### src/zet_bus_pkg.sv
`default_nettype none

package zet_bus_pkg;

  //////////////////////////////////////////////////
  // Bus word types

  typedef logic [19:0] bus_adr_t;  // Bit 19 is the I/O tag
  typedef logic [15:0] bus_dat_t;
  typedef logic [1:0]  bus_sel_t;

  // Route targets of the address switch
  typedef enum logic [1:0] {
    SLV_MEM,
    SLV_IO,
    SLV_LED,
    SLV_DEF
  } slave_e;

  //////////////////////////////////////////////////
  // Decode windows in tagged word addresses

  // Memory 0x00000 - 0xfffff
  localparam bus_adr_t MEM_ADDR = 20'b0_0000_0000_0000_0000_000;
  localparam bus_adr_t MEM_MASK = 20'b1_0000_0000_0000_0000_000;

  // Expansion I/O 0x3f8 - 0x3ff
  localparam bus_adr_t IOX_ADDR = 20'b1_0000_0000_0011_1111_100;
  localparam bus_adr_t IOX_MASK = 20'b1_0000_1111_1111_1111_100;

  // LED port 0xf100 - 0xf103
  localparam bus_adr_t LED_ADDR = 20'b1_0000_1111_0001_0000_000;
  localparam bus_adr_t LED_MASK = 20'b1_0000_1111_1111_1111_110;

  //////////////////////////////////////////////////
  // Interrupt acknowledge data

  localparam bus_dat_t NMI_VECTOR      = 16'h0002;
  localparam bus_dat_t IRQ_VECTOR_BASE = 16'h0008;  // Low bits carry the line id

  localparam int NUM_IRQ  = 8;
  localparam int IRQ_ID_W = $clog2(NUM_IRQ);

endpackage

`default_nettype wire
### src/wb_if.sv
`timescale 1ns/1ps
`default_nettype none

// One Wishbone classic slave channel out of the address switch
interface wb_if;

  zet_bus_pkg::bus_adr_t adr;
  zet_bus_pkg::bus_dat_t dat_w;
  zet_bus_pkg::bus_dat_t dat_r;
  zet_bus_pkg::bus_sel_t sel;
  logic                  we;
  logic                  cyc;
  logic                  stb;
  logic                  ack;

  // Switch side
  modport master (
    output adr, dat_w, sel, we, cyc, stb,
    input  dat_r, ack
  );

  // Slave side
  modport slave (
    input  adr, dat_w, sel, we, cyc, stb,
    output dat_r, ack
  );

endinterface

`default_nettype wire

### src/gpio_leds.sv
`timescale 1ns/1ps
`default_nettype none

module gpio_leds (
  input  logic       clk,
  input  logic       rst_i,
  wb_if.slave        bus,
  input  logic [7:0] sw_i,
  output logic [7:0] leds_o
);

  zet_bus_pkg::bus_dat_t dat_q;
  logic [7:0]            leds_q;
  logic                  req;
  logic                  ack_q;
  logic                  take;

  assign req  = bus.cyc & bus.stb;
  assign take = req & ~ack_q;  // One access per strobe

  always_ff @(posedge clk) begin
    if (rst_i) begin
      ack_q  <= 1'b0;
      leds_q <= '0;
    end else begin
      ack_q <= take;
      if (take && bus.we && bus.sel[0])
        leds_q <= bus.dat_w[7:0];  // Low byte lane only
    end
    if (take)
      dat_q <= {sw_i, leds_q};  // Switches high, LEDs low
  end

  assign bus.ack   = ack_q;
  assign bus.dat_r = dat_q;
  assign leds_o    = leds_q;

endmodule

`default_nettype wire

### src/irq_ctrl.sv
`timescale 1ns/1ps
`default_nettype none

module irq_ctrl (
  input  logic                               clk,
  input  logic                               rst_i,
  input  logic [zet_bus_pkg::NUM_IRQ-1:0]    intv_i,
  input  logic                               inta_i,
  input  logic                               nmia_i,
  input  zet_bus_pkg::bus_dat_t              sw_dat_i,
  output logic                               intr_o,
  output zet_bus_pkg::bus_dat_t              m_dat_o
);

  localparam int N    = zet_bus_pkg::NUM_IRQ;
  localparam int ID_W = zet_bus_pkg::IRQ_ID_W;

  logic [N-1:0]    intv_q;
  logic [N-1:0]    pend_q;
  logic [N-1:0]    rise;
  logic [N-1:0]    clr;
  logic [ID_W-1:0] low_id;
  logic [ID_W-1:0] iid_q;
  logic [ID_W-1:0] srv_id;
  logic            inta_q;
  logic            ack_edge;

  assign rise     = intv_i & ~intv_q;
  assign ack_edge = inta_i & ~inta_q;  // One line served per pulse

  //////////////////////////////////////////////////
  // Lowest pending line wins

  always_comb begin
    low_id = '0;
    for (int i = N - 1; i >= 0; i--) begin
      if (pend_q[i])
        low_id = ID_W'(i);
    end
  end

  always_comb begin
    clr = '0;
    if (ack_edge)
      clr[low_id] = 1'b1;
  end

  always_ff @(posedge clk) begin
    intv_q <= intv_i;  // Line levels one clock back
    if (rst_i) begin
      pend_q <= '0;
      inta_q <= 1'b0;
    end else begin
      pend_q <= (pend_q & ~clr) | rise;  // A new edge beats the clear
      inta_q <= inta_i;
    end
    if (ack_edge)
      iid_q <= low_id;
  end

  // Hold the served id for a long acknowledge
  assign srv_id = inta_q ? iid_q : low_id;
  assign intr_o = |pend_q;

  //////////////////////////////////////////////////
  // CPU read data

  always_comb begin
    if (nmia_i)
      m_dat_o = zet_bus_pkg::NMI_VECTOR;
    else if (inta_i)
      m_dat_o = zet_bus_pkg::IRQ_VECTOR_BASE | zet_bus_pkg::bus_dat_t'(srv_id);
    else
      m_dat_o = sw_dat_i;  // Plain bus read
  end

endmodule

`default_nettype wire

### src/kotku_fabric.sv
`timescale 1ns/1ps
`default_nettype none

module kotku_fabric #(
  parameter int unsigned RST_HOLD = 131071
) (
  input  logic                  clk,
  input  logic                  rst_lck,

  // CPU master port
  input  zet_bus_pkg::bus_adr_t m_adr_i,
  input  zet_bus_pkg::bus_dat_t m_dat_i,
  input  zet_bus_pkg::bus_sel_t m_sel_i,
  input  logic                  m_we_i,
  input  logic                  m_cyc_i,
  input  logic                  m_stb_i,
  output zet_bus_pkg::bus_dat_t m_dat_o,
  output logic                  m_ack_o,

  // Interrupts
  input  logic                  inta_i,
  input  logic                  nmia_i,
  output logic                  intr_o,
  input  logic [zet_bus_pkg::NUM_IRQ-1:0] intv_i,

  // Base memory
  output zet_bus_pkg::bus_adr_t mem_adr_o,
  output zet_bus_pkg::bus_dat_t mem_dat_o,
  output zet_bus_pkg::bus_sel_t mem_sel_o,
  output logic                  mem_we_o,
  output logic                  mem_cyc_o,
  output logic                  mem_stb_o,
  input  zet_bus_pkg::bus_dat_t mem_dat_i,
  input  logic                  mem_ack_i,

  // Expansion I/O
  output zet_bus_pkg::bus_adr_t iox_adr_o,
  output zet_bus_pkg::bus_dat_t iox_dat_o,
  output zet_bus_pkg::bus_sel_t iox_sel_o,
  output logic                  iox_we_o,
  output logic                  iox_cyc_o,
  output logic                  iox_stb_o,
  input  zet_bus_pkg::bus_dat_t iox_dat_i,
  input  logic                  iox_ack_i,

  // Board I/O
  input  logic [7:0]            sw_i,
  output logic [7:0]            leds_o,
  output logic                  sys_rst_o
);

  zet_bus_pkg::bus_dat_t sw_dat;
  logic                  sys_rst;

  wb_if mem_ch ();
  wb_if iox_ch ();
  wb_if led_ch ();

  //////////////////////////////////////////////////
  // Blocks

  rst_debounce #(
    .RST_HOLD (RST_HOLD)
  ) i_rst_debounce (
    .clk       (clk),
    .rst_lck   (rst_lck),
    .sys_rst_o (sys_rst)
  );

  wb_switch i_wb_switch (
    .clk      (clk),
    .m_adr_i  (m_adr_i),
    .m_dat_i  (m_dat_i),
    .m_sel_i  (m_sel_i),
    .m_we_i   (m_we_i),
    .m_cyc_i  (m_cyc_i),
    .m_stb_i  (m_stb_i),
    .sw_dat_o (sw_dat),
    .m_ack_o  (m_ack_o),
    .mem_ch   (mem_ch),
    .iox_ch   (iox_ch),
    .led_ch   (led_ch)
  );

  irq_ctrl i_irq_ctrl (
    .clk      (clk),
    .rst_i    (sys_rst),
    .intv_i   (intv_i),
    .inta_i   (inta_i),
    .nmia_i   (nmia_i),
    .sw_dat_i (sw_dat),   // Overridden during acknowledge
    .intr_o   (intr_o),
    .m_dat_o  (m_dat_o)
  );

  gpio_leds i_gpio_leds (
    .clk    (clk),
    .rst_i  (sys_rst),
    .bus    (led_ch),
    .sw_i   (sw_i),
    .leds_o (leds_o)
  );

  //////////////////////////////////////////////////
  // External slave pins

  assign mem_adr_o    = mem_ch.adr;
  assign mem_dat_o    = mem_ch.dat_w;
  assign mem_sel_o    = mem_ch.sel;
  assign mem_we_o     = mem_ch.we;
  assign mem_cyc_o    = mem_ch.cyc;
  assign mem_stb_o    = mem_ch.stb;
  assign mem_ch.dat_r = mem_dat_i;
  assign mem_ch.ack   = mem_ack_i;

  assign iox_adr_o    = iox_ch.adr;
  assign iox_dat_o    = iox_ch.dat_w;
  assign iox_sel_o    = iox_ch.sel;
  assign iox_we_o     = iox_ch.we;
  assign iox_cyc_o    = iox_ch.cyc;
  assign iox_stb_o    = iox_ch.stb;
  assign iox_ch.dat_r = iox_dat_i;
  assign iox_ch.ack   = iox_ack_i;

  assign sys_rst_o = sys_rst;

endmodule

`default_nettype wire

### src/rst_debounce.sv
`timescale 1ns/1ps
`default_nettype none

module rst_debounce #(
  parameter int unsigned RST_HOLD = 131071
) (
  input  logic clk,
  input  logic rst_lck,
  output logic sys_rst_o
);

  localparam int CNT_W = $clog2(RST_HOLD + 1);

  logic [CNT_W-1:0] cnt_q;
  logic [CNT_W-1:0] cnt_nxt;
  logic             sys_rst_q;

  // Count down to zero and stay there
  assign cnt_nxt = (cnt_q != '0) ? cnt_q - CNT_W'(1) : cnt_q;

  always_ff @(posedge clk) begin
    if (!rst_lck) begin
      cnt_q     <= CNT_W'(RST_HOLD);  // Reload while the lock is low
      sys_rst_q <= 1'b1;
    end else begin
      cnt_q     <= cnt_nxt;
      sys_rst_q <= (cnt_nxt != '0);   // Drops on the last count
    end
  end

  assign sys_rst_o = sys_rst_q;

endmodule

`default_nettype wire

### src/wb_switch.sv
`timescale 1ns/1ps
`default_nettype none

module wb_switch (
  input  logic                  clk,

  // CPU side
  input  zet_bus_pkg::bus_adr_t m_adr_i,
  input  zet_bus_pkg::bus_dat_t m_dat_i,
  input  zet_bus_pkg::bus_sel_t m_sel_i,
  input  logic                  m_we_i,
  input  logic                  m_cyc_i,
  input  logic                  m_stb_i,
  output zet_bus_pkg::bus_dat_t sw_dat_o,
  output logic                  m_ack_o,

  // Slave channels
  wb_if.master                  mem_ch,
  wb_if.master                  iox_ch,
  wb_if.master                  led_ch
);

  zet_bus_pkg::slave_e   hit;      // Fresh decode of m_adr_i
  zet_bus_pkg::slave_e   sel_q;    // Target held for a long cycle
  zet_bus_pkg::slave_e   route;
  zet_bus_pkg::bus_dat_t dat_mux;
  logic                  ack_mux;
  logic                  req;
  logic                  busy_q;
  logic                  def_ack;

  function automatic logic win_hit(zet_bus_pkg::bus_adr_t adr,
                                   zet_bus_pkg::bus_adr_t base,
                                   zet_bus_pkg::bus_adr_t mask);
    return (adr & mask) == base;
  endfunction

  assign req = m_cyc_i & m_stb_i;

  //////////////////////////////////////////////////
  // Address decode, highest priority first

  always_comb begin
    if (win_hit(m_adr_i, zet_bus_pkg::LED_ADDR, zet_bus_pkg::LED_MASK))
      hit = zet_bus_pkg::SLV_LED;
    else if (win_hit(m_adr_i, zet_bus_pkg::IOX_ADDR, zet_bus_pkg::IOX_MASK))
      hit = zet_bus_pkg::SLV_IO;
    else if (win_hit(m_adr_i, zet_bus_pkg::MEM_ADDR, zet_bus_pkg::MEM_MASK))
      hit = zet_bus_pkg::SLV_MEM;
    else
      hit = zet_bus_pkg::SLV_DEF;
  end

  // First cycle routes from the decode, later cycles keep that target
  always_ff @(posedge clk) begin
    busy_q <= req & ~m_ack_o;  // High while the cycle waits for ack
    if (req && !busy_q)
      sel_q <= hit;
  end

  assign route = busy_q ? sel_q : hit;

  //////////////////////////////////////////////////
  // Request fan-out

  assign mem_ch.adr   = m_adr_i;
  assign mem_ch.dat_w = m_dat_i;
  assign mem_ch.sel   = m_sel_i;
  assign mem_ch.we    = m_we_i;
  assign mem_ch.cyc   = m_cyc_i & (route == zet_bus_pkg::SLV_MEM);
  assign mem_ch.stb   = m_stb_i & (route == zet_bus_pkg::SLV_MEM);

  assign iox_ch.adr   = m_adr_i;
  assign iox_ch.dat_w = m_dat_i;
  assign iox_ch.sel   = m_sel_i;
  assign iox_ch.we    = m_we_i;
  assign iox_ch.cyc   = m_cyc_i & (route == zet_bus_pkg::SLV_IO);
  assign iox_ch.stb   = m_stb_i & (route == zet_bus_pkg::SLV_IO);

  assign led_ch.adr   = m_adr_i;
  assign led_ch.dat_w = m_dat_i;
  assign led_ch.sel   = m_sel_i;
  assign led_ch.we    = m_we_i;
  assign led_ch.cyc   = m_cyc_i & (route == zet_bus_pkg::SLV_LED);
  assign led_ch.stb   = m_stb_i & (route == zet_bus_pkg::SLV_LED);

  // Default slave ends unmapped cycles at once
  assign def_ack = req & (route == zet_bus_pkg::SLV_DEF);

  //////////////////////////////////////////////////
  // Return path

  always_comb begin
    unique case (route)
      zet_bus_pkg::SLV_MEM: begin
        dat_mux = mem_ch.dat_r;
        ack_mux = mem_ch.ack;
      end
      zet_bus_pkg::SLV_IO: begin
        dat_mux = iox_ch.dat_r;
        ack_mux = iox_ch.ack;
      end
      zet_bus_pkg::SLV_LED: begin
        dat_mux = led_ch.dat_r;
        ack_mux = led_ch.ack;
      end
      default: begin
        dat_mux = '0;  // Reads as zero
        ack_mux = def_ack;
      end
    endcase
  end

  assign sw_dat_o = dat_mux;
  assign m_ack_o  = req & ack_mux;

endmodule

`default_nettype wire

### config.mk
export PLATFORM = sky130hd
export DESIGN_NAME = kotku_fabric
export DESIGN_NICKNAME = d
export VERILOG_FILES = /design/src/zet_bus_pkg.sv /design/src/wb_if.sv /design/src/gpio_leds.sv /design/src/irq_ctrl.sv /design/src/kotku_fabric.sv /design/src/rst_debounce.sv /design/src/wb_switch.sv
export SDC_FILE = /design/constraint.sdc
export NUM_CORES = 1
export LEC_CHECK = 0
export BUFFER_PORTS_ARGS = -buffer_cell sky130_fd_sc_hd__buf_2
export CORE_MARGIN = 1
export CORE_UTILIZATION = 45
export DETAILED_ROUTE_END_ITERATION = 6
export GPL_TIMING_DRIVEN = 0
export HOLD_SLACK_MARGIN = 0.08
export PLACE_DENSITY = 0.92
export SYNTH_ARGS = -nofsm -noshare
export SYNTH_HDL_FRONTEND = slang
export SYNTH_SLANG_ARGS = --single-unit
export TNS_END_PERCENT = 30
### constraint.sdc
create_clock -name clk -period 7.2 [get_ports clk]
set_input_delay 0.36 -clock clk [delete_from_list [all_inputs] [get_ports clk]]
set_output_delay 0.36 -clock clk [all_outputs]
set_load 0.02 [all_outputs]
==> impl_metrics.py <==
metrics = {
    "run_status": {
        "status": "completed",
    },
    "setup_path": {
        "cp_common_cell": "buf_2",
        "end_kind": "primary output",
        "crit_path_max_fanout": 10,
        "path_class": "in -> out",
        "crit_required_ns": 6.84,
        "start_kind": "input pin",
        "crit_chain": "buf_2, nor3b_1, nand4_1, a22oi_1, nor2b_1, clkbuf_1, nand3_1, o21ai_0, buf_2",
        "slowest_delay_ns": 0.39,
        "critical_path.startpoint": "m_adr_i[9]",
        "reg2reg_from": "i_rst_debounce.cnt_q[10]",
        "ff2ff_setup_slack_ns": 5.04,
        "arrival_ns": 2.41,
        "cp_slowest_cell": "nor2b_1",
    },
    "synthesis": {
        "synth_area_leader_cell": "dfxtp_1",
        "syn-cell-area_sq_mm": 0.00370,
        "syn_nets": 495,
        "yosys.cell_count.top_type": "buf_4",
        "synth-seq-cells": 66,
        "yosys-top-cells-count": "78 x buf_4, 45 x dfxtp_1, 32 x nor2_1",
        "synth_cell_types": 55,
        "synth_top_area_frac": 0.243,
        "syn_avg_cell_area_sq_um": 9.31,
        "async_flop_share": 0,
        "synth_cells": 398,
        "seq_area_frac_synth": 0.413,
        "yosys-top-cells-area": "dfxtp_1 24%, edfxtp_1 17%, buf_4 16%",
        "yosys_warnings": 0,
        "synth-edff-count": 21,
        "ys.flop_type": "dfxtp_1",
    },
    "finish": {
        "antenna_cells": 0,
        "n_fill_cell": 692,
        "finalInstanceArea_sq_mm": 0.00496,
        "num-nets-final": 695,
        "area_growth_pct": 33.9,
        "drive_gt1_frac": 0.494,
    },
    "min_path": {
        "worstHoldStart": "intv_i[2]",
        "hold_path.class": "in -> reg",
    },
    "global_routing": {
        "met2_usage": 0.406,
        "busiest_layer": "met2",
        "grt_first_pass_wirelength_mm": 15.3,
        "use_met1": 0.266,
        "met3_usage": 0.0575,
        "track_usage": 0.228,
        "grt-ovfl-total": 0,
        "antenna_found_initial": 0,
        "first_global_vias": 3310,
        "grt_max_degree": 14,
    },
    "power": {
        "power.leakage_nw": 2.36,
        "p_per_area_mw_per_mm2": 170,
        "ir_drop_uv": 112,
    },
    "timing": {
        "grt_setup_unrepaired": "no",
        "skew_ns": 0.00679,
        "setup_viol": 0,
        "fin_crit_sh": 0.385,
        "slew_headroom": 0.681,
        "timing.setup.tns_ns": 0,
        "slew_viol_final": 0,
        "max_freq_ghz": 0.361,
        "hold_viol_final": 0,
        "layout_min_cycle_time_ns": 2.77,
        "tightest_slew_ns": 0.478,
    },
    "clock_tree": {
        "hold_buffers": 0,
        "cts_buffer_depth": 2,
        "cts_resized": 0,
        "cts_buffers": 9,
        "cts.sinks": 66,
        "htreeDepth": 3,
        "clock-root-buffer": "clkbuf_8",
        "cts.reportedPaths.clkPinSlew_ns": 0.06,
        "postCtsSetupRepairBufs": 0,
        "worstSkewPairLatency_ns": 0.34,
        "cts_tree": "built",
    },
    "floorplan": {
        "core.rowCount": 32,
        "start_util": 0.472,
        "core_area_sq_mm": 0.00785,
        "die_w_um": 92.7,
        "die-area_sq_mm": 0.00860,
        "die_h_um": 92.7,
        "io_pins": 204,
    },
    "drt": {
        "vias": 3485,
        "drt-pass1-iter-count": 5,
        "drc": 0,
        "drt-wirelength-per-cell_um": 14.3,
        "via_per_inst": 4.94,
        "ant_nets": 0,
        "drtIter0Drc": 155,
        "wirelength_mm": 10.1,
    },
    "placement": {
        "routabilityCongestion": 0.854,
        "portBuffers": 188,
        "dp_hpwl_mm": 8.21,
        "dpl_cell_area_sq_mm": 0.00479,
    },
    "run": {
        "cap_viol_max_count": 0,
    },
}
final timing paths:
kind	cells after the start	end
min	1	i_irq_ctrl.intv_q[2]
min reg2reg	0	i_gpio_leds.bus.dat_r[1]
max reg2reg	6	i_rst_debounce.sys_rst_o
max	9	m_dat_o[8]
cell type report:
| class | count | area [sq um] | share of cell area |
|---|---|---|---|
| sequential | 66 | 1530 | 0.309 |
| clock inverter | 4 | 16.3 | 0.00328 |
| inverter | 7 | 26.3 | 0.00530 |
| multi-input combinational | 235 | 1500 | 0.303 |
| buffer | 90 | 651 | 0.131 |
| clock buffer | 12 | 155 | 0.0313 |
| tap | 102 | 128 | 0.0257 |
| timing repair buffer | 189 | 952 | 0.192 |
state kept, by name, summed over array words and instances (netlist names), 2 cells and up:
| register | count |
|---|---|
| i_gpio_leds.bus.dat_r | 16 |
| i_gpio_leds.leds_o | 8 |
| i_irq_ctrl.iid_q | 3 |
| i_irq_ctrl.intv_q | 8 |
| i_irq_ctrl.pend_q | 8 |
| i_rst_debounce.cnt_q | 17 |
| i_wb_switch.sel_q | 2 |
cells in the final DEF (no fill, tap or decap), drive strengths merged, types with 3 or more instances in the layout:
cell type	synthesis	final
mux2	3	3
o211ai	4	4
nand4b	3	3
xnor2	3	3
mux2i	23	23
nor2	32	32
nand2b	8	8
nand4	3	3
and3	5	5
dfxtp	45	45
inv	7	7
nand2	29	29
edfxtp	21	21
nor4	4	4
clkbuf	7	19
and2	5	5
nor2b	11	11
a22oi	5	5
xor2	7	7
buf	83	272
a21oi	14	14
o21ai	23	23
nand3	19	19
clkinv	0	4
nor3	6	6
critical path, delay by kind of cell:
kind | cells | cell delay [ns]
AO/OA/AOI/OAI | 2 | 0.34
buffers and inverters | 3 | 0.71
AND/OR/NAND/NOR | 4 | 0.99
report_power, final:
group	switching [mW]	leakage, nW	internal (mW)
Combinational	0.0968	1.72	0.0821
Clock	0.130	0.0889	0.140
Sequential	0.00390	0.550	0.391
Total	0.231	2.36	0.613
cell families after synthesis:
| logic type | Yosys count | share of synthesized area |
|---|---|---|
| AOI/OAI and AO/OA | 58 | 0.0969 |
| muxes | 26 | 0.0746 |
| adders and majority gates | 2 | 0.00675 |
| buffers and inverters | 97 | 0.183 |
| and+or+nand+nor | 139 | 0.202 |
| DFF | 66 | 0.413 |
| xor gates and xnor gates | 10 | 0.0236 |
metrics by stage:
stage | hold slack [ns] | std cells | setup slack [ns] | utilization | total power, mW
final | 0.133 | 705 | 4.43 | 0.632 | 0.844
after global placement | 0.439 | 688 | 3.47 | 0.608 | 0.577
after CTS | 0.122 | 705 | 4.45 | 0.632 | 0.849
after global routing | 0.117 | 705 | 4.21 | 0.632 | 0.877
after floorplan | 0.388 | 398 | 4.22 | - | 0.515
after detailed placement | 0.453 | 689 | 4.45 | 0.610 | 0.581
metal layers:
metal | share of wire | vias to the layer above
met4 | 0.018 | 0
li1 | - | 1714
met3 | 0.071 | 14
met2 | 0.52 | 136
met5 | 0 | -
met1 | 0.40 | 1621
No activity file was read; power rests on OpenSTA's default activity.
